[src/cache_cfg.svh]
// ##########################################################
// cache geometry macros
// index width, word address width, line and way counts
// ##########################################################
`ifndef CACHE_CFG_SVH
`define CACHE_CFG_SVH

`define CACHE_INDEX_BITS     6
`define CACHE_SETS           (1 << `CACHE_INDEX_BITS)
`define CACHE_ADDR_BITS      25
`define CACHE_OFFSET_BITS    2
`define CACHE_WORDS_PER_LINE 4
`define CACHE_WAYS           4

`endif

[src/cache_pkg.sv]
// ##########################################################
// cache types
// data and address vectors, request structs, way status,
// control FSM states
// ##########################################################
`include "cache_cfg.svh"

package cache_pkg;

    typedef logic [31:0]                                 word_t;
    typedef logic [`CACHE_WORDS_PER_LINE*32-1:0]         line_t;
    typedef logic [3:0]                                  byte_en_t;
    typedef logic [`CACHE_ADDR_BITS-1:0]                 word_addr_t;
    typedef logic [`CACHE_ADDR_BITS-`CACHE_OFFSET_BITS-1:0] line_addr_t;
    typedef logic [`CACHE_INDEX_BITS-1:0]                index_t;
    typedef logic [`CACHE_ADDR_BITS-`CACHE_OFFSET_BITS-`CACHE_INDEX_BITS-1:0] tag_t;
    typedef logic [`CACHE_OFFSET_BITS-1:0]               word_sel_t;
    typedef logic [`CACHE_WAYS-1:0]                      way_mask_t;
    typedef logic [1:0]                                  way_idx_t;
    typedef logic [2:0]                                  plru_t;

    typedef struct packed {
        word_addr_t addr;
        byte_en_t   byte_en;
        word_t      wdata;
        logic       read;
        logic       write;
    } cpu_req_t;

    typedef struct packed {
        line_addr_t line_addr;
        line_t      wdata;
        logic       read;
        logic       write;
    } mem_req_t;

    typedef struct packed {
        tag_t tag;
        logic valid;
        logic dirty;
    } way_status_t;

    typedef enum logic [2:0] {
        IDLE, COMP, HIT_WR, FETCH_REQ, FETCH_WAIT, MERGE, WB_REQ, WB_WAIT
    } cache_state_e;

endpackage

[src/cache_execute.sv]
// ##########################################################
// cache control FSM
// request hold, hit handling, dirty write-back, line fetch,
// fill and write merge, tree update strobes
// ##########################################################
`timescale 1ns/1ps
`include "cache_cfg.svh"

module cache_execute
    import cache_pkg::*;
(
    input  logic       clk,
    input  logic       rst,
    input  word_addr_t i_p_addr,
    input  byte_en_t   i_p_byte_en,
    input  word_t      i_p_wdata,
    input  logic       i_p_read,
    input  logic       i_p_write,
    input  way_mask_t  i_hit_mask,
    input  way_idx_t   i_hit_way,
    input  way_mask_t  i_victim_mask,
    input  logic       i_victim_dirty,
    input  line_addr_t i_victim_line_addr,
    input  line_t      i_wb_line,
    input  logic       i_m_rdata_valid,
    input  logic       i_m_waitrequest,
    output cpu_req_t   o_req,
    output way_mask_t  o_way_write,
    output logic       o_fill,
    output logic       o_plru_update,
    output way_idx_t   o_access_way,
    output logic       o_rd_hit,
    output logic       o_rd_fill,
    output logic       o_p_waitrequest,
    output mem_req_t   o_m_req
);

    cache_state_e state;
    cpu_req_t     req_in;
    cpu_req_t     req_q;
    way_mask_t    victim_q;
    way_idx_t     victim_way;
    line_addr_t   req_line;
    logic         accept;
    logic         any_hit;
    logic         fill_now;

    // read wins when both strobes are up
    assign req_in = '{addr: i_p_addr, byte_en: i_p_byte_en, wdata: i_p_wdata,
                      read: i_p_read, write: !i_p_read && i_p_write};

    assign accept     = (state == IDLE) && (i_p_read || i_p_write);
    assign o_req      = (state == IDLE) ? req_in : req_q;  // RAMs see the index a cycle early
    assign req_line   = req_q.addr[`CACHE_ADDR_BITS-1:`CACHE_OFFSET_BITS];
    assign any_hit    = |i_hit_mask;
    assign fill_now   = (state == FETCH_WAIT) && i_m_rdata_valid;
    assign victim_way = {victim_q[3] | victim_q[2], victim_q[3] | victim_q[1]};

    assign o_p_waitrequest = (state != IDLE);
    assign o_rd_hit        = (state == COMP) && any_hit && req_q.read;
    assign o_rd_fill       = fill_now && req_q.read;
    assign o_fill          = fill_now;
    assign o_plru_update   = ((state == COMP) && any_hit) || fill_now;
    assign o_access_way    = (state == COMP) ? i_hit_way : victim_way;

    always_comb begin
        o_way_write = '0;
        if (state == HIT_WR) begin
            o_way_write = i_hit_mask;
        end else if (fill_now || state == MERGE) begin
            o_way_write = victim_q;
        end
    end

    always_ff @(posedge clk) begin
        if (accept) req_q <= req_in;
        if (state == COMP) victim_q <= i_victim_mask;
    end

    always_ff @(posedge clk) begin
        if (rst) begin
            state         <= IDLE;
            o_m_req.read  <= 1'b0;
            o_m_req.write <= 1'b0;
        end else begin
            case (state)
                IDLE: begin
                    if (accept) state <= COMP;
                end
                COMP: begin
                    if (any_hit) begin
                        state <= req_q.write ? HIT_WR : IDLE;
                    end else if (i_victim_dirty) begin
                        state <= WB_REQ;
                    end else begin
                        o_m_req.read      <= 1'b1;
                        o_m_req.line_addr <= req_line;
                        state             <= FETCH_REQ;
                    end
                end
                HIT_WR: state <= IDLE;
                WB_REQ: begin
                    // victim line is on the way outputs now
                    o_m_req.write     <= 1'b1;
                    o_m_req.line_addr <= i_victim_line_addr;
                    o_m_req.wdata     <= i_wb_line;
                    state             <= WB_WAIT;
                end
                WB_WAIT: begin
                    if (!i_m_waitrequest) begin
                        o_m_req.write     <= 1'b0;
                        o_m_req.read      <= 1'b1;
                        o_m_req.line_addr <= req_line;
                        state             <= FETCH_REQ;
                    end
                end
                FETCH_REQ: begin
                    if (!i_m_waitrequest) begin
                        o_m_req.read <= 1'b0;
                        state        <= FETCH_WAIT;
                    end
                end
                FETCH_WAIT: begin
                    if (i_m_rdata_valid) state <= req_q.write ? MERGE : IDLE;
                end
                MERGE:   state <= IDLE;     // store word over the fresh line
                default: state <= IDLE;
            endcase
        end
    end

endmodule

[config.mk]
export PLATFORM = sky130hd
export DESIGN_NAME = cache_execute
export DESIGN_NICKNAME = d
export VERILOG_FILES = /design/src/cache_pkg.sv /design/src/cache_execute.sv
export VERILOG_INCLUDE_DIRS = /design/src
export SDC_FILE = /design/constraint.sdc
export NUM_CORES = 1
export LEC_CHECK = 0
export ABC_AREA = 1
export BUFFER_PORTS_ARGS = -buffer_cell sky130_fd_sc_hd__buf_2
export CORE_AREA = 4 4 176 178
export CTS_CLUSTER_DIAMETER = 30
export DETAILED_ROUTE_END_ITERATION = 8
export DIE_AREA = 0 0 180 182
export PLACE_DENSITY = 0.56
export SETUP_SLACK_MARGIN = 0.02
export SYNTH_ARGS = -nofsm -noshare
export SYNTH_HDL_FRONTEND = slang
export SYNTH_SLANG_ARGS = --single-unit
[constraint.sdc]
create_clock -name clk -period 10.3 [get_ports clk]
set_input_delay 1.03 -clock clk [delete_from_list [all_inputs] [get_ports clk]]
set_output_delay 1.03 -clock clk [all_outputs]
set_load 0.03 [all_outputs]
==> flow_summary.ini <==
[status]
outcome = finished clean

[setup_path]
crit_required_ns = 9.27
cp_common_cell = nand2_1
cp.buffers_inverters = 2
cp_slowest_cell = inv_2
max_stage_delay_ns = 0.84
critical_path.top_delay_family = buffers and inverters
critPathCaptureType = output pin
start_kind = register
crit_type = reg2out
worstPathCellList = nor2_4, nand2_2, inv_2, nand2_1, nand2_1, buf_2
crit_path_max_fanout = 63
arrival_ns = 2.54

[pwr]
switching_power_uw = 819.7
p_comb_share_pct = 11.9
ir_drop_mv = 0.1412
sequentialPowerShare_pct = 32.7
p_leak_uw = 0.005746
switching_share_pct = 25.11
p_per_area_nw_per_um2 = 253.7
clkPwrFrac_pct = 55.4
p_int_uw = 2445

[timing]
fin_crit_sh_pct = 34.64
fin_crit_ns = 3.568
tns_ns = 0
max_slew_margin_pct = 21.49
setup_viol = 0
drv_slew = 0
maxClockFrequency_mhz = 280.3
rsz0062_at_grt = no
clock_skew_ns = 0.02222
hold_violations = 0
worst_pin_slew_ns = 1.176
hold_ws_ns = 0.4867

[drt]
num_vias = 6174
drc = 0
ant_nets = 0
dr.pass1.iters = 4
routed_wirelength_um = 26150
routed_via_density = 4.163
routedWlPerCell_um = 17.64
drtIter0Drc = 266

[place]
place_congestion = 0.8320
portBuffers = 455
hpwlAfterDp_um = 19300

[global_route]
grt_max_degree = 67
grt_pass1_vias = 6404
grt.total_usage_pct = 14.97
antenna_found_initial = 9
overflow = 0
grt_pass1_wl_um = 37940

[clock_tree]
cts_setup_buffers = 0
htreeDepth = 2
numCtsBuffers = 56
clk_latency_ns = 0.55
path_clk_slew_ns = 0.04
cts_resized = 0
cts_tree = done
clock-sinks = 223
cts_root_buf = clkbuf_16
ctsHoldBuffers = 0
clockBufferDepth = 3

[final_layout]
multi_input_comb_area_sq_um = 1344
final_layout_size_suffix_gt1_share_pct = 53.25
syn_to_final_growth_pct = 57.54
nets = 1274
fill_cells = 2768
final_common_cell = buf_2
layout_common_cells = buf_2 (455), edfxtp_1 (218), nand2_1 (201)
final-seq-area_sq_um = 6646

[die]
die_w_um = 180
row_count = 63
num_io_pins = 456
die_area_sq_um = 32760
die_h_um = 182
start_util_pct = 27.78
core_sq_um = 29400

[yosys]
synth_area_leaders = edfxtp_1 (80%), nand2_1 (9.3%), mux2_2 (3.0%), dfxtp_1 (1.2%), inv_1 (0.97%)
syn_inst = 544
ys_ff_latch = 223
yosysTopAreaCell = edfxtp_1
synth_cell_types = 26
avgSynthCellArea_sq_um = 15.01
yosysWarnings = 0
synth_top_area_share_pct = 80.15
syn_area_sq_um = 8168
ys_seq_area_share_pct = 81.37
syn-num-nets = 773

[worst_hold_path]
hold_path_class = reg2reg

[flow_run]
maxCapViolCount = 0
==> worst paths after layout <==
| check | start | slack, ns | cells past startpoint | endpoint |
|---|---|---|---|---|
| worst min register to register | o_m_req[1]$_SDFFE_PP0P_ | 0.49 | 2 | o_m_req[1]$_SDFFE_PP0P_ |
| worst max register to register | state[1]$_SDFFE_PP0P_ | 7.23 | 4 | o_m_req[18]$_DFFE_PP_ |
| worst max-delay path | state[1]$_SDFFE_PP0P_ | 6.73 | 6 | o_req[9] |
| worst min-delay path | o_m_req[1]$_SDFFE_PP0P_ | 0.49 | 2 | o_m_req[1]$_SDFFE_PP0P_ |
==> worst reg2reg max path: cells and delay by family (launching register included) <==
| kind | cells | cell delay [ns] |
|---|---|---|
| flops | 1 | 0.56 |
| buf+inv | 2 | 1.51 |
| simple gates | 2 | 0.58 |
==> stage by stage <==
step	power, uW	cells	setup WS, ns	utilization, %	cell area [sq um]
after floorplan	1330	544	3.367	-	8168
after global placement	1475	1377	7.110	37.00	10880
after detailed placement	1481	1377	7.054	37.00	10880
after CTS	3310	1481	6.650	43.75	12860
after global routing	3392	1483	6.448	43.76	12870
final	3264	1483	6.732	43.76	12870
==> power by group through the flow <==
| stage | clock, uW | sequential (uW) | combinational (uW) |
|---|---|---|---|
| after floorplan | 0 | 1100 | 233 |
| after global placement | 0 | 1080 | 392 |
| after detailed placement | 0 | 1080 | 396 |
| after CTS | 1840 | 1070 | 396 |
| after global routing | 1900 | 1070 | 419 |
| final | 1810 | 1070 | 387 |
==> cell usage after synthesis <==
library cell / instances
nand3_1: 9
buf_2: 7
nand4_1: 3
nand3b_1: 1
o21ai_0: 6
nor2_2: 2
inv_2: 2
mux2_1: 1
o211ai_1: 1
buf_6: 3
buf_4: 5
clkbuf_1: 1
clkbuf_4: 1
nand2_1: 202
dfxtp_1: 5
inv_1: 21
mux2_2: 22
nand3_4: 1
nor2_1: 20
a31oi_1: 2
a21oi_1: 3
nand2_2: 1
o22ai_1: 4
edfxtp_1: 218
nor3_1: 1
nor2_4: 2
==> per-layer routing <==
metal	GRT usage [%]	vias to the layer above	share of wire, %
li1	-	2943	-
met1	16.68	2818	37
met2	25.17	330	49
met3	7.212	69	11
met4	5.212	14	2.5
met5	0	-	0.36
==> state kept, by name (all words and copies together), names as in the netlist <==
register,flops
state,3
o_m_req,153
req_q,40
victim_q,4
req_line,23
==> kinds of logic after synthesis <==
group / Yosys count / synth area share [%]
simple gates: 242 / 11.86
compound gates: 16 / 1.103
flops: 223 / 81.37
mux: 23 / 3.171
buf+inv: 40 / 2.497
==> area by class of cell <==
| class | instances | area share, % |
|---|---|---|
| clock inverter | 41 | 4.152 |
| clock buffer | 63 | 11.26 |
| inverter | 23 | 0.6709 |
| antenna | 2 | 0.03890 |
| timing repair buffer | 460 | 17.99 |
| sequential | 223 | 51.65 |
| multi-input combinational | 281 | 10.44 |
| tap | 390 | 3.792 |
Note: power is estimated with default switching activity, not from simulation.
