**config.mk**
```make
export PLATFORM = sky130hd
export DESIGN_NAME = cache_decode
export DESIGN_NICKNAME = d
export VERILOG_FILES = /design/src/cache_pkg.sv /design/src/cache_decode.sv
export VERILOG_INCLUDE_DIRS = /design/src
export SDC_FILE = /design/constraint.sdc
export NUM_CORES = 1
export LEC_CHECK = 0
export ABC_AREA = 1
export BUFFER_PORTS_ARGS = -buffer_cell sky130_fd_sc_hd__buf_4
export CORE_AREA = 2 2 77 79
export DETAILED_ROUTE_END_ITERATION = 16
export DIE_AREA = 0 0 79 81
export GPL_TIMING_DRIVEN = 0
export PLACE_DENSITY = 0.8
export SLEW_MARGIN = 30
export SYNTH_ARGS = -nofsm -noshare
export SYNTH_HDL_FRONTEND = slang
export SYNTH_SLANG_ARGS = --single-unit
```
**constraint.sdc**
```tcl
create_clock -name vclk -period 1.4
set_clock_uncertainty 0.05 [all_clocks]
set_input_delay 0.21 -clock vclk [all_inputs]
set_output_delay 0.21 -clock vclk [all_outputs]
set_load 0.01 [all_outputs]
```
**src/cache_cfg.svh**
```systemverilog
// ##########################################################
// cache geometry macros
// index width, word address width, line and way counts
// ##########################################################
`ifndef CACHE_CFG_SVH
`define CACHE_CFG_SVH

`define CACHE_INDEX_BITS     6
`define CACHE_SETS           (1 << `CACHE_INDEX_BITS)
`define CACHE_ADDR_BITS      25
`define CACHE_OFFSET_BITS    2
`define CACHE_WORDS_PER_LINE 4
`define CACHE_WAYS           4

`endif

```
**src/cache_pkg.sv**
```systemverilog
// ##########################################################
// cache types
// data and address vectors, request structs, way status,
// control FSM states
// ##########################################################
`include "cache_cfg.svh"

package cache_pkg;

    typedef logic [31:0]                                 word_t;
    typedef logic [`CACHE_WORDS_PER_LINE*32-1:0]         line_t;
    typedef logic [3:0]                                  byte_en_t;
    typedef logic [`CACHE_ADDR_BITS-1:0]                 word_addr_t;
    typedef logic [`CACHE_ADDR_BITS-`CACHE_OFFSET_BITS-1:0] line_addr_t;
    typedef logic [`CACHE_INDEX_BITS-1:0]                index_t;
    typedef logic [`CACHE_ADDR_BITS-`CACHE_OFFSET_BITS-`CACHE_INDEX_BITS-1:0] tag_t;
    typedef logic [`CACHE_OFFSET_BITS-1:0]               word_sel_t;
    typedef logic [`CACHE_WAYS-1:0]                      way_mask_t;
    typedef logic [1:0]                                  way_idx_t;
    typedef logic [2:0]                                  plru_t;

    typedef struct packed {
        word_addr_t addr;
        byte_en_t   byte_en;
        word_t      wdata;
        logic       read;
        logic       write;
    } cpu_req_t;

    typedef struct packed {
        line_addr_t line_addr;
        line_t      wdata;
        logic       read;
        logic       write;
    } mem_req_t;

    typedef struct packed {
        tag_t tag;
        logic valid;
        logic dirty;
    } way_status_t;

    typedef enum logic [2:0] {
        IDLE, COMP, HIT_WR, FETCH_REQ, FETCH_WAIT, MERGE, WB_REQ, WB_WAIT
    } cache_state_e;

endpackage

```
**src/cache_decode.sv**
```systemverilog
// ##########################################################
// address split, tag compare and victim choice
// invalid ways win over the tree, lowest number first
// ##########################################################
`timescale 1ns/1ps
`include "cache_cfg.svh"

module cache_decode
    import cache_pkg::*;
(
    input  cpu_req_t    i_req,
    input  way_status_t i_status [`CACHE_WAYS],
    input  way_idx_t    i_replace,
    output index_t      o_index,
    output tag_t        o_tag,
    output word_sel_t   o_word_sel,
    output way_mask_t   o_hit_mask,
    output way_idx_t    o_hit_way,
    output way_mask_t   o_victim_mask,
    output logic        o_victim_dirty,
    output line_addr_t  o_victim_line_addr
);

    way_idx_t victim;

    assign {o_tag, o_index, o_word_sel} = i_req.addr;

    always_comb begin
        o_hit_way = '0;
        victim    = i_replace;
        // descending so the lowest match is the one kept
        for (int w = `CACHE_WAYS-1; w >= 0; w--) begin
            o_hit_mask[w] = i_status[w].valid && (i_status[w].tag == o_tag);
            if (o_hit_mask[w]) o_hit_way = way_idx_t'(w);
            if (!i_status[w].valid) victim = way_idx_t'(w);
        end
    end

    assign o_victim_mask      = way_mask_t'(1 << victim);
    assign o_victim_dirty     = i_status[victim].valid && i_status[victim].dirty;
    assign o_victim_line_addr = {i_status[victim].tag, o_index};

endmodule

```
==> reports/results.ini, run 1 <==
[outcome]
status=complete, but fails checks
violations=negative setup slack

[global_route]
grt.total_usage_pct=26.9
grt_max_degree=11
grt_pass1_vias=2921
antenna_found_initial=0
overflow=0
grt_first_pass_wirelength_um=13800

[min_path]
hp-start=i_req[42]
min_to=o_index[2]
hp-class=input pin to primary output
hold_depth=2

[power]
switching_share_pct=49.3
ir_worst_vdd_mv=0.179
p_seq_share_pct=0
p_sw_mw=0.648
p_int_mw=0.667
power_frac_comb_pct=100.0
power_density_nw_per_um2=343
p_clk_share_pct=0
power_leakage_nw=2.07

[place]
port_buffers=153
hpwl_um=7070
dp_slack_ns=-0.483
dp.cells=610
gp_congestion=0.927

[yosys]
synth.distinct_cells=25
ys_top_cells_by_area=nand2_1, buf_4, inv_1
synth_top_cell_by_area=nand2_1
synth_top_area_share_pct=35.2
synthCells=382
syn_nets=523
seq_area_frac_synth_pct=0
yosys_warnings=0
syn_area_um2=1820
synth.avg_cell_area_um2=4.77

[layout]
antenna_cells=0
finalNonFillerCells=627
nClkBuffers=0
area_delta_synth_final_pct=110
seq_cell_count=0
seqCellArea_um2=0
num-nets-final=695
layout-drive-gt1-share_pct=58.3

[critical_path]
crit_arrival_ns=1.42
crit_top_cell=nand2_2
path_buf_inv=5
startpoint_type=input pin
cp.required_ns=1.14
critical_path.max_stage_delay_ns=0.19
critical_path_class=input pin to primary output
worst-path-max-fanout=5
crit_chain=buf_12 -> inv_6 -> o21ai_4 -> nand2_1 -> nand2_2 -> inv_4 -> nor2_4 -> buf_6 -> nand2_2 -> o2111ai_2 -> buf_4
crit_family=buffers and inverters
critPathSlowestCell=nor2_4
end_kind=primary output

[floorplan]
ios=200
rows=28
die_w_um=79
initial_core_util_pct=32.1
die_area_um2=6400
fp.dieH_um=81
coreArea_um2=5680

[detailed_routing]
ant_nets=0
wirelength_um=9800
routed-via-count=3134
drt_pre_antenna_iters=4
wl_per_cell_um=15.6
drt-vias-per-instance=5.00
route.detailed.drc=0
drtIter0Drc=184

[sta]
fin_crit_sh_pct=120
fmax_mhz=595
setup_viol=22
fin_ws_ns=-0.281
fin_crit_ns=1.68
hold_viol=0
max-slew-margin-rel_pct=72.9
rsz0062_at_grt=true
worst_pin_slew_ns=0.396
drv_slew=0

[job]
max_cap_viol_count=0

[cts]
holdBufCountCts=0

worst max-delay path by stage:
| stage | slack, ns | endpoint | cells after the start | start |
|---|---|---|---|---|
| after floorplan | 0.01 | o_hit_way[0] | 8 | i_req[47] |
| after global placement | -0.48 | o_victim_line_addr[19] | 8 | i_replace[1] |
| after detailed placement | -0.48 | o_victim_line_addr[19] | 8 | i_replace[1] |
| after CTS | -0.25 | o_victim_line_addr[11] | 11 | i_status[1] |
| after global routing | -0.31 | o_victim_line_addr[12] | 11 | i_status[1] |
| final | -0.28 | o_victim_line_addr[12] | 11 | i_status[1] |
cells in the final DEF, fill, tap and decap left out, types with 3 or more instances in the layout:
cell         n
xor2_1       4
nor2_2      10
o22ai_2      3
nand3_2      5
nor2_1      21
buf_8        5
nor2_4       3
inv_2       13
inv_6        4
o22ai_1      4
nand2_4      9
nand4_1      3
a21oi_1      3
o21ai_1      6
inv_1       32
nand2_1    132
o2111ai_2   15
nand2_2     32
buf_6       32
inv_4       10
o21ai_0     17
xnor2_1      3
buf_4      166
power by group through the flow:
stage          logic [mW]  registers, mW  clock network [mW]
6_report             1.31              0                   0
5_1_grt              1.40              0                   0
4_1_cts              1.17              0                   0
3_5_place_dp         1.01              0                   0
3_3_place_gp         1.00              0                   0
2_1_floorplan       0.467              0                   0
layout make-up:
type                            count  area, um^2
Multi-Input combinational cell    287        1720
Inverter                           59         267
Timing Repair Buffer              170        1440
Tap cell                           75        93.8
Fill cell                         531        1850
Buffer                             36         299
cells by family after synthesis:
logic type	Yosys count	share of synthesized area, %
AND/OR/NAND/NOR	220	47.3
AO/OA/AOI/OAI	58	21.3
XOR/XNOR	9	4.32
buffers and inverters	95	27.1
per-stage QoR:
stage / utilization [%] / hold WS (ns) / power [mW] / instance area (um^2) / TNS, ns
floorplan: - / 0.462 / 0.467 / 1830 / 0
global placement: 54.1 / 0.547 / 1.00 / 3070 / -7.93
detailed placement: 54.1 / 0.547 / 1.01 / 3070 / -8.02
CTS: 61.4 / 0.547 / 1.17 / 3490 / -4.33
global route: 67.4 / 0.554 / 1.40 / 3830 / -5.99
finish: 67.4 / 0.546 / 1.31 / 3830 / -4.89
synth_stat cells, types with 2 or more instances:
master and n:
nor2_1 32, nand3_1 7, a21oi_1 5, nor3_1 2, o211ai_1 2, buf_4 32, nand4_1 3, xor2_1 5
nand2_2 2, o2111ai_1 16, inv_1 56, o21ai_0 25, inv_2 3, nand2_1 171, buf_6 2, o22ai_1 7
xnor2_1 4
repair_timing:
action	in CTS	in global routing
pin swaps	45	45
resized for setup	95	97
setup endpoints to repair	27	27
cloned	2	0
buffers inserted	11	4
per-layer routing:
layer / vias to the layer above / track usage, % / wire length, um
met2: 158 / 52.0 / 5070
met3: 16 / 2.33 / 664
met1: 1441 / 32.3 / 3900
li1: 1519 / - / -
met4: 0 / 5.52 / 171
met5: - / 0 / 0
No activity file was read; power rests on OpenSTA's default activity.
==> run 2: changes to the inputs <==
- BUFFER_PORTS_ARGS: -buffer_cell sky130_fd_sc_hd__buf_4 -> -buffer_cell sky130_fd_sc_hd__buf_2
- CELL_PAD_IN_SITES_DETAIL_PLACEMENT: unset -> 1
- CELL_PAD_IN_SITES_GLOBAL_PLACEMENT: unset -> 1
- CORE_AREA: 2 2 77 79 -> unset
- CORE_UTILIZATION: unset -> 20
- DIE_AREA: 0 0 79 81 -> unset
- PLACE_DENSITY: 0.8 -> 0.87
==> run 2 against run 1 <==
- the flow still finishes with violations (negative setup slack)
- global-route usage decreased by 5.2 points
- combinational power is 4% lower
- routed wire length up 12%
- critical path type unchanged
- critical endpoint is now o_victim_line_addr[13]
- largest cell class is now multi-input gates
- largest power group unchanged
- highest routed layer unchanged
==> reports/results.ini, run 2 (same netlist as run 1, synthesis figures left out) <==
[critical_path]
cp.required_ns=1.14  ; about the same
critPathSlowestCell=nor2_4
crit_top_cell=nand2_2
critical_path_class=input pin to primary output
crit_family=buffers and inverters
end_kind=primary output
worst-path-max-fanout=5  ; unchanged
critical_path.max_stage_delay_ns=0.18  ; about the same
crit_chain=buf_12 -> inv_8 -> o21ai_4 -> nand2_2 -> nand2_2 -> inv_4 -> nor2_4 -> buf_6 -> nand2_2 -> o2111ai_2 -> buf_2
startpoint_type=input pin
path_buf_inv=5  ; unchanged
crit_arrival_ns=1.40  ; -0.02 ns

[detailed_routing]
routed-via-count=3182  ; +1.5%
drtIter0Drc=56  ; -70%
ant_nets=0  ; unchanged
drt-vias-per-instance=4.77  ; -4.6%
wl_per_cell_um=16.4  ; +5.1%
route.detailed.drc=0  ; unchanged
drt_pre_antenna_iters=4  ; unchanged
wirelength_um=11000  ; +12%

[power]
p_seq_share_pct=0  ; unchanged
power_frac_comb_pct=100.0  ; about the same
p_clk_share_pct=0  ; unchanged
p_sw_mw=0.671  ; +3.6%
switching_share_pct=53.1  ; +3.8 points
p_int_mw=0.593  ; -11%
power_density_nw_per_um2=342  ; -0.46%
power_leakage_nw=2.01  ; -2.6%
finalPower_mw=1.26  ; -3.8%
ir_worst_vdd_mv=0.129  ; -28%

[layout]
antenna_cells=0  ; unchanged
layout-drive-gt1-share_pct=59.7  ; +1.4 points
mostFrequentLayoutCells=nand2_1, buf_2, buf_4
layout_commonest_cell=nand2_1
area_delta_synth_final_pct=103
seq_cell_count=0  ; unchanged
fillCellCount=1190  ; +120%
num-nets-final=702  ; +1.0%
seqCellArea_um2=0  ; unchanged
fin_area_um2=3700  ; -3.4%
nClkBuffers=0  ; unchanged

[sta]
fin_crit_ns=1.66  ; -0.0246 ns
hold_viol=0  ; unchanged
fin_ws_ns=-0.256  ; +0.0246 ns
rsz0062_at_grt=true
worst_pin_slew_ns=0.413  ; +0.0168 ns
setup_viol=27  ; +23%
fmax_mhz=604  ; +1.5%
max-slew-margin-rel_pct=71.8  ; -1.1 points
drv_slew=0  ; unchanged
fin_crit_sh_pct=118  ; -1.8 points

[min_path]
hp-class=input pin to primary output

[global_route]
grt_pass1_vias=3373  ; +15%
grt.total_usage_pct=21.7  ; -5.2 points
grt_max_degree=11  ; unchanged
antenna_found_initial=0  ; unchanged
grt_first_pass_wirelength_um=16800  ; +22%
overflow=0  ; unchanged

[place]
gp_congestion=0.927  ; about the same
place_area_um2=2730  ; -11%
dp_slack_ns=-0.535  ; -0.0511 ns
port_buffers=153  ; unchanged
hpwl_um=8370  ; +18%

[floorplan]
die_w_um=97.5  ; +23%
ios=200  ; unchanged
fp.dieH_um=97.5  ; +20%
die_area_um2=9500  ; +48%
initial_core_util_pct=20.8  ; -11 points
coreArea_um2=8760  ; +54%
rows=34  ; +21%

[outcome]
status=complete, but fails checks
violations=negative setup slack

[cts]
holdBufCountCts=0  ; unchanged

[job]
max_cap_viol_count=0  ; unchanged

-- run 2: cell types whose count changed in the layout (fill, tap and decap cells not counted), sizes merged --
cell / before / now
buf: 205 / 213
clkbuf: 1 / 0
-- run 2: power by group through the flow --
stage / registers [mW] / logic, mW / clock network, mW
2_1_floorplan: 0 / 0.467 / 0
5_1_grt: 0 / 1.36 / 0
3_3_place_gp: 0 / 0.890 / 0
6_report: 0 / 1.26 / 0
3_5_place_dp: 0 / 0.905 / 0
4_1_cts: 0 / 1.15 / 0
-- run 2: layer usage --
layer	wire, um	up-vias	GRT usage (%)
met5	0	-	0
met4	222	0	2.83
met3	590	16	1.87
met2	5720	126	42.7
met1	4430	1506	25.6
li1	-	1534	-
-- run 2: worst paths after layout --
path	startpoint	to	slack, ns	cells after the start
setup / recovery	i_status[1]	o_victim_line_addr[13]	-0.26	11
hold / removal	i_req[38]	o_word_sel[0]	0.55	2
-- run 2: metrics by stage --
step	setup TNS, ns	util (%)	std cells	hold slack (ns)
final	-4.43	42.2	667	0.553
after global routing	-6.23	42.2	667	0.559
after CTS	-4.23	38.8	661	0.554
after detailed placement	-10.08	31.2	643	0.554
after global placement	-10.03	31.2	643	0.555
after floorplan	0	-	382	0.462
-- run 2: final cells by class --
cell class / count / area [um^2] / area share [%]
multi-input cells: 287 / 1720 / 46.4
repair buffers: 177 / 1240 / 33.4
plain buffers: 36 / 314 / 8.49
inverters: 59 / 297 / 8.02
well taps: 108 / 135 / 3.65
-- run 2: repair_timing --
item                                    4_1_cts  5_1_grt
endpoints found under the setup margin       27       28
gates resized for setup                     175       82
pin swaps                                    51       46
buffers inserted                             17        6
gates cloned                                  1        0
