===== src/cache_cfg.svh =====
// ##########################################################
// cache geometry macros
// index width, word address width, line and way counts
// ##########################################################
`ifndef CACHE_CFG_SVH
`define CACHE_CFG_SVH

`define CACHE_INDEX_BITS     6
`define CACHE_SETS           (1 << `CACHE_INDEX_BITS)
`define CACHE_ADDR_BITS      25
`define CACHE_OFFSET_BITS    2
`define CACHE_WORDS_PER_LINE 4
`define CACHE_WAYS           4

`endif


===== src/cache_pkg.sv =====
// ##########################################################
// cache types
// data and address vectors, request structs, way status,
// control FSM states
// ##########################################################
`include "cache_cfg.svh"

package cache_pkg;

    typedef logic [31:0]                                 word_t;
    typedef logic [`CACHE_WORDS_PER_LINE*32-1:0]         line_t;
    typedef logic [3:0]                                  byte_en_t;
    typedef logic [`CACHE_ADDR_BITS-1:0]                 word_addr_t;
    typedef logic [`CACHE_ADDR_BITS-`CACHE_OFFSET_BITS-1:0] line_addr_t;
    typedef logic [`CACHE_INDEX_BITS-1:0]                index_t;
    typedef logic [`CACHE_ADDR_BITS-`CACHE_OFFSET_BITS-`CACHE_INDEX_BITS-1:0] tag_t;
    typedef logic [`CACHE_OFFSET_BITS-1:0]               word_sel_t;
    typedef logic [`CACHE_WAYS-1:0]                      way_mask_t;
    typedef logic [1:0]                                  way_idx_t;
    typedef logic [2:0]                                  plru_t;

    typedef struct packed {
        word_addr_t addr;
        byte_en_t   byte_en;
        word_t      wdata;
        logic       read;
        logic       write;
    } cpu_req_t;

    typedef struct packed {
        line_addr_t line_addr;
        line_t      wdata;
        logic       read;
        logic       write;
    } mem_req_t;

    typedef struct packed {
        tag_t tag;
        logic valid;
        logic dirty;
    } way_status_t;

    typedef enum logic [2:0] {
        IDLE, COMP, HIT_WR, FETCH_REQ, FETCH_WAIT, MERGE, WB_REQ, WB_WAIT
    } cache_state_e;

endpackage


===== src/cache_plru.sv =====
// ##########################################################
// pseudo-LRU tree per set, 4 ways
// registered tree read, victim choice, update on access
// ##########################################################
`timescale 1ns/1ps
`include "cache_cfg.svh"

module cache_plru
    import cache_pkg::*;
(
    input  logic     clk,
    input  logic     rst,
    input  index_t   i_index,
    input  logic     i_update,
    input  way_idx_t i_way,
    output way_idx_t o_replace
);

    plru_t tree_mem [`CACHE_SETS];
    plru_t tree_q;
    plru_t tree_next;

    // bit 0 picks the half, bit 1 within ways 0-1, bit 2 within ways 2-3
    assign o_replace = tree_q[0] ? {1'b1, tree_q[2]} : {1'b0, tree_q[1]};

    always_comb begin
        tree_next    = tree_q;
        tree_next[0] = !i_way[1];           // away from the accessed half
        if (i_way[1]) begin
            tree_next[2] = !i_way[0];       // toward the sibling
        end else begin
            tree_next[1] = !i_way[0];
        end
    end

    always_ff @(posedge clk) begin
        if (rst) begin
            for (int s = 0; s < `CACHE_SETS; s++) begin
                tree_mem[s] <= '0;
            end
            tree_q <= '0;
        end else begin
            if (i_update) tree_mem[i_index] <= tree_next;
            tree_q <= tree_mem[i_index];
        end
    end

endmodule


===== config.mk =====
export PLATFORM = sky130hd
export DESIGN_NAME = cache_plru
export DESIGN_NICKNAME = d
export VERILOG_FILES = /design/src/cache_pkg.sv /design/src/cache_plru.sv
export VERILOG_INCLUDE_DIRS = /design/src
export SDC_FILE = /design/constraint.sdc
export NUM_CORES = 1
export LEC_CHECK = 0
export ABC_CLOCK_PERIOD_IN_PS = 3500
export BUFFER_PORTS_ARGS = -buffer_cell sky130_fd_sc_hd__buf_2
export CAP_MARGIN = 10
export CORE_MARGIN = 4
export CORE_UTILIZATION = 40
export CTS_BUF_LIST = sky130_fd_sc_hd__clkbuf_16
export DETAILED_ROUTE_END_ITERATION = 10
export HOLD_SLACK_MARGIN = 0.03
export MAX_ROUTING_LAYER = met4
export PLACE_DENSITY = 0.65
export SYNTH_ARGS = -nofsm -noshare
export SYNTH_HDL_FRONTEND = slang
export SYNTH_SLANG_ARGS = --single-unit

===== constraint.sdc =====
create_clock -name clk -period 3.5 [get_ports clk]
set_input_delay 0 -clock clk [delete_from_list [all_inputs] [get_ports clk]]
set_output_delay 0 -clock clk [all_outputs]
set_load 0.05 [all_outputs]

==> results of run 1 <==
-- cells by family after synthesis --
kind of cell           Yosys count  synth area share
and+or+nand+nor                397             0.179
DFF                            195             0.642
AOI/OAI and AO/OA               91            0.0791
buffers and inverters           66            0.0362
muxes                           39            0.0638
-- cells in the final DEF, fill, tap and decap left out, types with 3 or more instances in the layout --
| cell type | instances |
|---|---|
| a22oi_1 | 25 |
| buf_4 | 29 |
| dfxtp_1 | 3 |
| o2bb2ai_1 | 4 |
| buf_2 | 12 |
| o21ai_0 | 4 |
| and3_1 | 3 |
| a221o_1 | 3 |
| a41oi_1 | 3 |
| o32ai_1 | 3 |
| mux2i_1 | 8 |
| and2_1 | 5 |
| inv_1 | 5 |
| a32oi_1 | 4 |
| a21oi_1 | 3 |
| nand2_1 | 145 |
| o221ai_1 | 5 |
| clkbuf_16 | 17 |
| mux4_2 | 12 |
| a221oi_1 | 20 |
| nor3_1 | 6 |
| clkinv_2 | 4 |
| nor2b_1 | 6 |
| nor2_1 | 207 |
| a22o_1 | 3 |
| nand3_1 | 3 |
| mux2_2 | 17 |
| a31oi_1 | 6 |
| edfxtp_1 | 192 |
| bufinv_16 | 4 |
| nand2b_1 | 4 |
| nor3b_1 | 4 |
-- through the flow --
step / power (W) / setup slack (ns) / hold slack [ns]
after floorplan: 0.00301 / 1.89 / 0.0724
after global placement: 0.00316 / 1.14 / 0.289
after detailed placement: 0.00316 / 1.09 / 0.296
after CTS: 0.00517 / 1.15 / 0.187
after global routing: 0.00530 / 1.00 / 0.201
final: 0.00517 / 1.01 / 0.193
-- registers in the layout, summed over array words and instances, names as in the netlist --
signal,count
tree_mem,192
tree_q,3
-- cell type report --
class | instances | area (µm²) | area share
inverter | 5 | 18.8 | 0.00187
tap | 280 | 350 | 0.0349
timing repair buffer | 42 | 288 | 0.0287
multi-input combinational | 527 | 2940 | 0.293
clock inverter | 15 | 189 | 0.0188
sequential | 195 | 5830 | 0.580
clock buffer | 17 | 425 | 0.0424
-- routing by layer --
| layer | track usage | part of all wire |
|---|---|---|
| met3 | 0.0421 | 0.091 |
| met1 | 0.265 | 0.41 |
| met5 | - | 0 |
| met2 | 0.313 | 0.47 |
| met4 | 0.0719 | 0.026 |
-- worst max-delay path, cell delays in order --
cell	delay, ns
dlygate4sd3_1	0.53
buf_2	0.17
inv_2	0.37
nand3_1	0.23
nor2_1	0.81
nand2_1	0.28
nand2_1	0.22
-- where the power goes --
| part | switching [W] | internal [W] | total (W) |
|---|---|---|---|
| Combinational | 0.000298 | 0.000124 | 0.000422 |
| Clock | 0.000858 | 0.00119 | 0.00205 |
| Sequential | 0.0000438 | 0.00265 | 0.00270 |
-- path summary, 6_finish.rpt --
path	start	to	slack, ns	cells after the start
hold reg to reg	tree_q[2]	tree_mem[48][2]	0.81	2
setup / recovery	rst	tree_mem[37][2]	1.01	7
setup reg to reg	tree_mem[35][1]	tree_q[1]	1.54	5
hold / removal	i_way[0]	tree_mem[48][2]	0.19	4
==> flow_summary.yaml, run 1 <==
grt:
  grt_pass1_wl_um: 36500
  grt_use_total: 0.202
  grt_pass1_vias: 6063
  grt_max_degree: 65
  antenna_found_initial: 0
  overflow: 0
final_layout:
  syn2layout_area_growth_pct: 10.7
  post-route-util: 0.454
  n_antenna_cell: 0
  stdcell_count: 1081
  design_area_mm2: 0.0100
  num-nets-final: 799
  drive_above_1_share: 0.135
  n_fill_cell: 1948
floorplanning:
  initial_core_util: 0.410
  ios: 13
  die_height_um: 159
  core_mm2: 0.0221
  dieWidth_um: 159
  num_rows: 54
  die_area_mm2: 0.0251
setup_path:
  crit_type: "input port to flip-flop"
  worstSetupEndpointType: "flip-flop"
  cp_data_required_time_ns: 3.63
  crit_arrival_ns: 2.63
  start_kind: "input port"
  critPathMaxFanout: 21
clocking:
  cts_buffers: 17
  clock_tree.htree_level_count: 4
  insertion_delay_ns: 0.44
  cts_setup_buffers: 0
  cts_max_path_buffers: 2
  ctsHoldBuffers: 1
  cts-resized-gates: 0
  clock-sinks: 195
  root_buffer: "clkbuf_16"
  cts_tree: "yes"
  clkTransAtPathRegs_ns: 0.07
power_and_ir_drop:
  p_per_area_mw_per_mm2: 515
  vdd_drop_max_v: 0.000354
  leakage_nw: 3.58
placement:
  placed_area_mm2: 0.00942
  io_buffers: 12
  placed_cells: 1048
  dp_hpwl_um: 16000
  gp_congestion: 0.881
timing:
  tns_ns: 0
  worst_clock_skew_ns: 0.00740
  worst-slew-pin-transition_ns: 1.21
  max_clock_freq_mhz: 401
  final.period_utilization: 0.712
  grt_setup_unrepaired: "false"
  slew_headroom: 0.190
  setup_violations: 0
  post-route-min-period_ns: 2.49
  final-hold-violation-count: 0
  slew_violations: 0
route:
  via_count: 6434
  routed_wl_um: 24200
  wire_per_inst_um: 22.4
  drc: 0
  firstDrtPassIters: 6
  drt_iter0_markers: 915
  antenna_left: 0
  via_per_inst: 5.95
logic_synthesis:
  synth.net_count: 799
  ys_top_cells_by_count: "nor2_1, edfxtp_1, nand2_1"
  synth_seq_cells: 195
  syn_avg_cell_area_um2: 11.5
  ys_async_sr_fraction: 0
  ys_types: 49
  synthTopCellsByArea: "edfxtp_1, nor2_1, nand2_1"
  synthCells: 788
  syn-cell-area_mm2: 0.00907
  synth_top_area_cell: "edfxtp_1"
  synth-main-ff-cell: "edfxtp_1"
  yosysMostFrequentCell: "nor2_1"
  synth_edf_count: 192
  synth_warnings: 0
  synth_top_area_share: 0.636
  seq_area_frac_synth: 0.642
worst_hold_path:
  hp-class: "input port to flip-flop"
status:
  status: "completed"
flow_run:
  drv_cap: 0
Note: power is estimated with default switching activity, not from simulation.
==> run 2, diff against run 1 <==
- ABC_CLOCK_PERIOD_IN_PS: 3500 -> 2350
- clock period: 3.5 -> 2.35 ns (I/O delays scaled with it)
==> flow_summary.yaml, run 2 (synthesis gave the netlist of run 1 again) <==
status:
  status: "completed"
setup_path:
  max_stage_delay_ns: 0.53
  crit_cells: 5
  setup.worst_path.start: "tree_mem[37][1]"
  slowest_stage: "mux4_1"
  worstPathCellList: "mux4_1 > a2bb2oi_1 > and3_1 > nor4_1 > a41oi_1"
  crit_type: "flip-flop to flip-flop"
  critPathMaxFanout: 1
  crit_arrival_ns: 2.23
  r2r_slack_ns: 0.41
  critical_path_buf_inv_count: 0
  worstSetupEndpointType: "flip-flop"
  cp_data_required_time_ns: 2.63
  r2r_cells: 5
  r2r-end: "tree_q[1]"
  regToRegStartpoint: "tree_mem[37][1]"
  crit_family: "simple AND/OR/NAND/NOR gates"
  start_kind: "flip-flop"
  critPathCapture: "tree_q[1]"
timing:
  post-route-min-period_ns: 1.94
  tns_ns: 0
  setup_slack_ns: 0.406
  slew_violations: 0
  setup_violations: 0
  final.period_utilization: 0.827
  worst_clock_skew_ns: 0.00914
  worst-slew-pin-transition_ns: 0.852
  max_clock_freq_mhz: 514
  slew_headroom: 0.432
  grt_setup_unrepaired: "false"
  final-hold-violation-count: 0
clocking:
  clkTransAtPathRegs_ns: 0.07
  clock-sinks: 195
  root_buffer: "clkbuf_16"
  cts_tree: "yes"
  clock_tree.htree_level_count: 4
  cts_buffers: 17
  insertion_delay_ns: 0.43
  cts-resized-gates: 0
  cts_max_path_buffers: 2
route:
  antenna_left: 0
  drt_iter0_markers: 852
  routed_wl_um: 23900
  wl_met3_um: 2380
  via_per_inst: 5.76
  via_count: 6357
  firstDrtPassIters: 5
  wl_met2_um: 11200
  wl_met1_um: 9600
  wire_per_inst_um: 21.6
  maxUsedRoutingLayer: "met4"
  drc: 0
grt:
  antenna_found_initial: 0
  grt_pass1_vias: 6096
  grt_use_total: 0.202
  grt_pass1_wl_um: 36300
  grt_max_degree: 65
  overflow: 0
final_layout:
  largest_register_ffs: 192
  n_antenna_cell: 0
  num-nets-final: 822
  n_fill_cell: 1969
  syn2layout_area_growth_pct: 12.9
  stdcell_count: 1104
  final_common_cell: "nor2_1"
  post-route-util: 0.463
  top_register: "tree_mem"
  reg.largest.list: "tree_mem x192, tree_q x3"
  drive_above_1_share: 0.155
  layout_common_cells: "nor2_1, edfxtp_1, nand2_1, buf_4, a22oi_1"
floorplanning:
  die_area_mm2: 0.0251
  dieWidth_um: 159
  die_height_um: 159
  num_rows: 54
  ios: 13
  core_mm2: 0.0221
  initial_core_util: 0.410
placement:
  io_buffers: 12
  gp_congestion: 0.896
  placed_cells: 1070
  place_ws_ns: 0.304
  dp_hpwl_um: 15700
worst_hold_path:
  hp-class: "input port to flip-flop"
power_and_ir_drop:
  leakage_nw: 3.69
  p_per_area_mw_per_mm2: 747
  vdd_drop_max_v: 0.000530
  power_w: 0.00765
flow_run:
  drv_cap: 0
==> run 2: worst reg2reg max path, stage by stage, from the launching register on <==
cell and delay, ns:
edfxtp_1 0.39, mux4_1 0.53, a2bb2oi_1 0.15, and3_1 0.20
nor4_1 0.36, a41oi_1 0.17
==> run 2: what timing repair did <==
action,4_1_cts,5_1_grt
hold buffers,2,0
endpoints found under the setup margin,0,0
buffers inserted,0,0
endpoints found under the hold margin,9,0
==> run 2: area by class of cell <==
class | count | area, µm² | share of cell area
clock buffer | 17 | 425 | 0.0416
clock inverter | 15 | 176 | 0.0172
inverter | 5 | 18.8 | 0.00183
multi-input combinational | 527 | 2940 | 0.287
sequential | 195 | 5830 | 0.569
tap | 280 | 350 | 0.0342
timing repair buffer | 65 | 500 | 0.0489
==> run 2: metrics by stage <==
stage | hold WS, ns | area, µm²
2_1_floorplan | 0.0724 | 9070
3_3_place_gp | 0.281 | 9610
3_5_place_dp | 0.288 | 9610
4_1_cts | 0.208 | 10200
5_1_grt | 0.289 | 10200
6_report | 0.235 | 10200
==> run 2: per-layer routing <==
layer / global-route usage / vias to the layer above
met5: - / -
met4: 0.0768 / 0
met3: 0.0457 / 58
met2: 0.306 / 319
met1: 0.268 / 3098
li1: - / 2882
==> run 2: worst min-delay path by stage <==
| stage | startpoint | end | slack, ns | cells after the start |
|---|---|---|---|---|
| 4_1_cts | i_index[5] | tree_q[1] | 0.21 | 4 |
| 3_5_place_dp | rst | tree_q[0] | 0.29 | 2 |
| 5_1_grt | i_index[5] | tree_q[1] | 0.29 | 4 |
| 6_report | i_index[5] | tree_q[1] | 0.23 | 4 |
| 3_3_place_gp | rst | tree_q[1] | 0.28 | 2 |
| 2_1_floorplan | rst | tree_q[0] | 0.07 | 1 |
==> run 2: power by group <==
group	total (W)	internal, W	switching [W]
Sequential	0.00402	0.00395	0.0000625
Clock	0.00298	0.00168	0.00129
Combinational	0.000656	0.000207	0.000449
==> run 3, diff against run 2 <==
- ABC_CLOCK_PERIOD_IN_PS: 2350 -> 2000
- clock period: 2.35 -> 2 ns (I/O delays scaled with it)
==> flow_summary.yaml, run 3 (synthesis gave the netlist of run 1 again) <==
route:
  via_per_inst: 5.75
  drt_iter0_markers: 759
  wire_per_inst_um: 21.4
  drc: 0
  via_count: 6538
  routed_wl_um: 24300
  firstDrtPassIters: 6
  antenna_left: 0
timing:
  grt_setup_unrepaired: "false"
  setup_violations: 0
  final.period_utilization: 0.949
  final-hold-violation-count: 0
  slew_violations: 0
  tns_ns: 0
  post-route-min-period_ns: 1.90
  slew_headroom: 0.440
  max_clock_freq_mhz: 527
  worst-slew-pin-transition_ns: 0.840
  worst_clock_skew_ns: 0.00839
setup_path:
  slowest_stage: "mux4_1"
  crit_type: "flip-flop to flip-flop"
  cp_data_required_time_ns: 2.30
  worstSetupEndpointType: "flip-flop"
  critPathMaxFanout: 1
  start_kind: "flip-flop"
  crit_arrival_ns: 2.19
  r2r_cells: 5
  worstPathCellList: "mux4_1 > a2bb2oi_1 > and3_1 > nor4_1 > a41oi_1"
  max_stage_delay_ns: 0.52
flow_run:
  drv_cap: 0
floorplanning:
  initial_core_util: 0.410
  core_mm2: 0.0221
  die_area_mm2: 0.0251
  die_height_um: 159
  ios: 13
  dieWidth_um: 159
  num_rows: 54
final_layout:
  n_fill_cell: 1886
  layout_common_cells: "nor2_1, edfxtp_1, nand2_1, buf_4, a22oi_1"
  syn2layout_area_growth_pct: 16.5
  drive_above_1_share: 0.193
  n_antenna_cell: 0
  largest_register_ffs: 192
  num-nets-final: 856
  final_common_cell: "nor2_1"
  top_register: "tree_mem"
  reg.largest.list: "tree_mem x192, tree_q x3"
clocking:
  clock_tree.htree_level_count: 4
  ctsHoldBuffers: 1
  cts_setup_buffers: 0
  cts_tree: "yes"
  cts_max_path_buffers: 2
  cts_buffers: 17
  cts-resized-gates: 0
  root_buffer: "clkbuf_16"
  clkTransAtPathRegs_ns: 0.07
  clock-sinks: 195
  insertion_delay_ns: 0.44
power_and_ir_drop:
  vdd_drop_max_v: 0.000544
  leakage_nw: 3.88
  p_per_area_mw_per_mm2: 856
  power_w: 0.00904
placement:
  gp_congestion: 0.897
  dp_hpwl_um: 16200
  io_buffers: 12
worst_hold_path:
  hp-class: "input port to flip-flop"
  hold_depth: 3
grt:
  antenna_found_initial: 0
  overflow: 0
  grt_pass1_wl_um: 37100
  grt_max_degree: 65
  grt_pass1_vias: 6248
  grt_use_total: 0.206
status:
  status: "completed"
[run 3: cell count changes in the layout (fill, tap and decap cells not counted), moves of 2 or more]
cell      delta
buf_4       +29
buf_12       +6
clkinv_2     +4
clkinv_1     -2
[run 3: power breakdown]
| part | internal, W | leakage, nW | total, W | switching, W |
|---|---|---|---|---|
| clock network | 0.00198 | 0.295 | 0.00349 | 0.00151 |
| registers | 0.00464 | 1.96 | 0.00472 | 0.0000774 |
| logic | 0.000287 | 1.63 | 0.000825 | 0.000538 |
[run 3: cell type report]
class | instances | area [µm²] | area share
clock buffers | 17 | 425 | 0.0403
clock inverters | 15 | 178 | 0.0168
inverters | 5 | 18.8 | 0.00178
multi-input cells | 527 | 2940 | 0.278
flip-flops and latches | 195 | 5830 | 0.551
well taps | 280 | 350 | 0.0332
repair buffers | 99 | 828 | 0.0784
[run 3: through the flow]
| step | utilization | hold WS, ns | setup slack [ns] | cell area (µm²) | std cells |
|---|---|---|---|---|---|
| floorplan | - | 0.0724 | 0.389 | 9070 | 788 |
| global placement | 0.450 | 0.284 | 0.136 | 9950 | 1105 |
| detailed placement | 0.450 | 0.282 | 0.115 | 9950 | 1105 |
| CTS | 0.478 | 0.124 | 0.147 | 10600 | 1138 |
| global route | 0.478 | 0.147 | 0.0301 | 10600 | 1138 |
| finish | 0.478 | 0.140 | 0.102 | 10600 | 1138 |
[run 3: layer usage]
layer	part of all wire	track usage	vias up
li1	-	-	2960
met1	0.40	0.266	3168
met2	0.47	0.312	344
met3	0.093	0.0511	66
met4	0.035	0.0861	0
met5	0	-	-
[run 3: worst paths after layout]
check / startpoint / to / slack (ns)
max: tree_mem[37][1] / tree_q[1] / 0.10
min: i_way[1] / tree_mem[60][2] / 0.14
max reg2reg: tree_mem[37][1] / tree_q[1] / 0.10
min reg2reg: tree_mem[27][2] / tree_q[2] / 0.83
[run 3: critical path: cells and delay by family (launching register included)]
kind,cells,cell delay [ns]
mux,1,0.52
simple gates,2,0.54
compound gates,2,0.29
flops,1,0.41
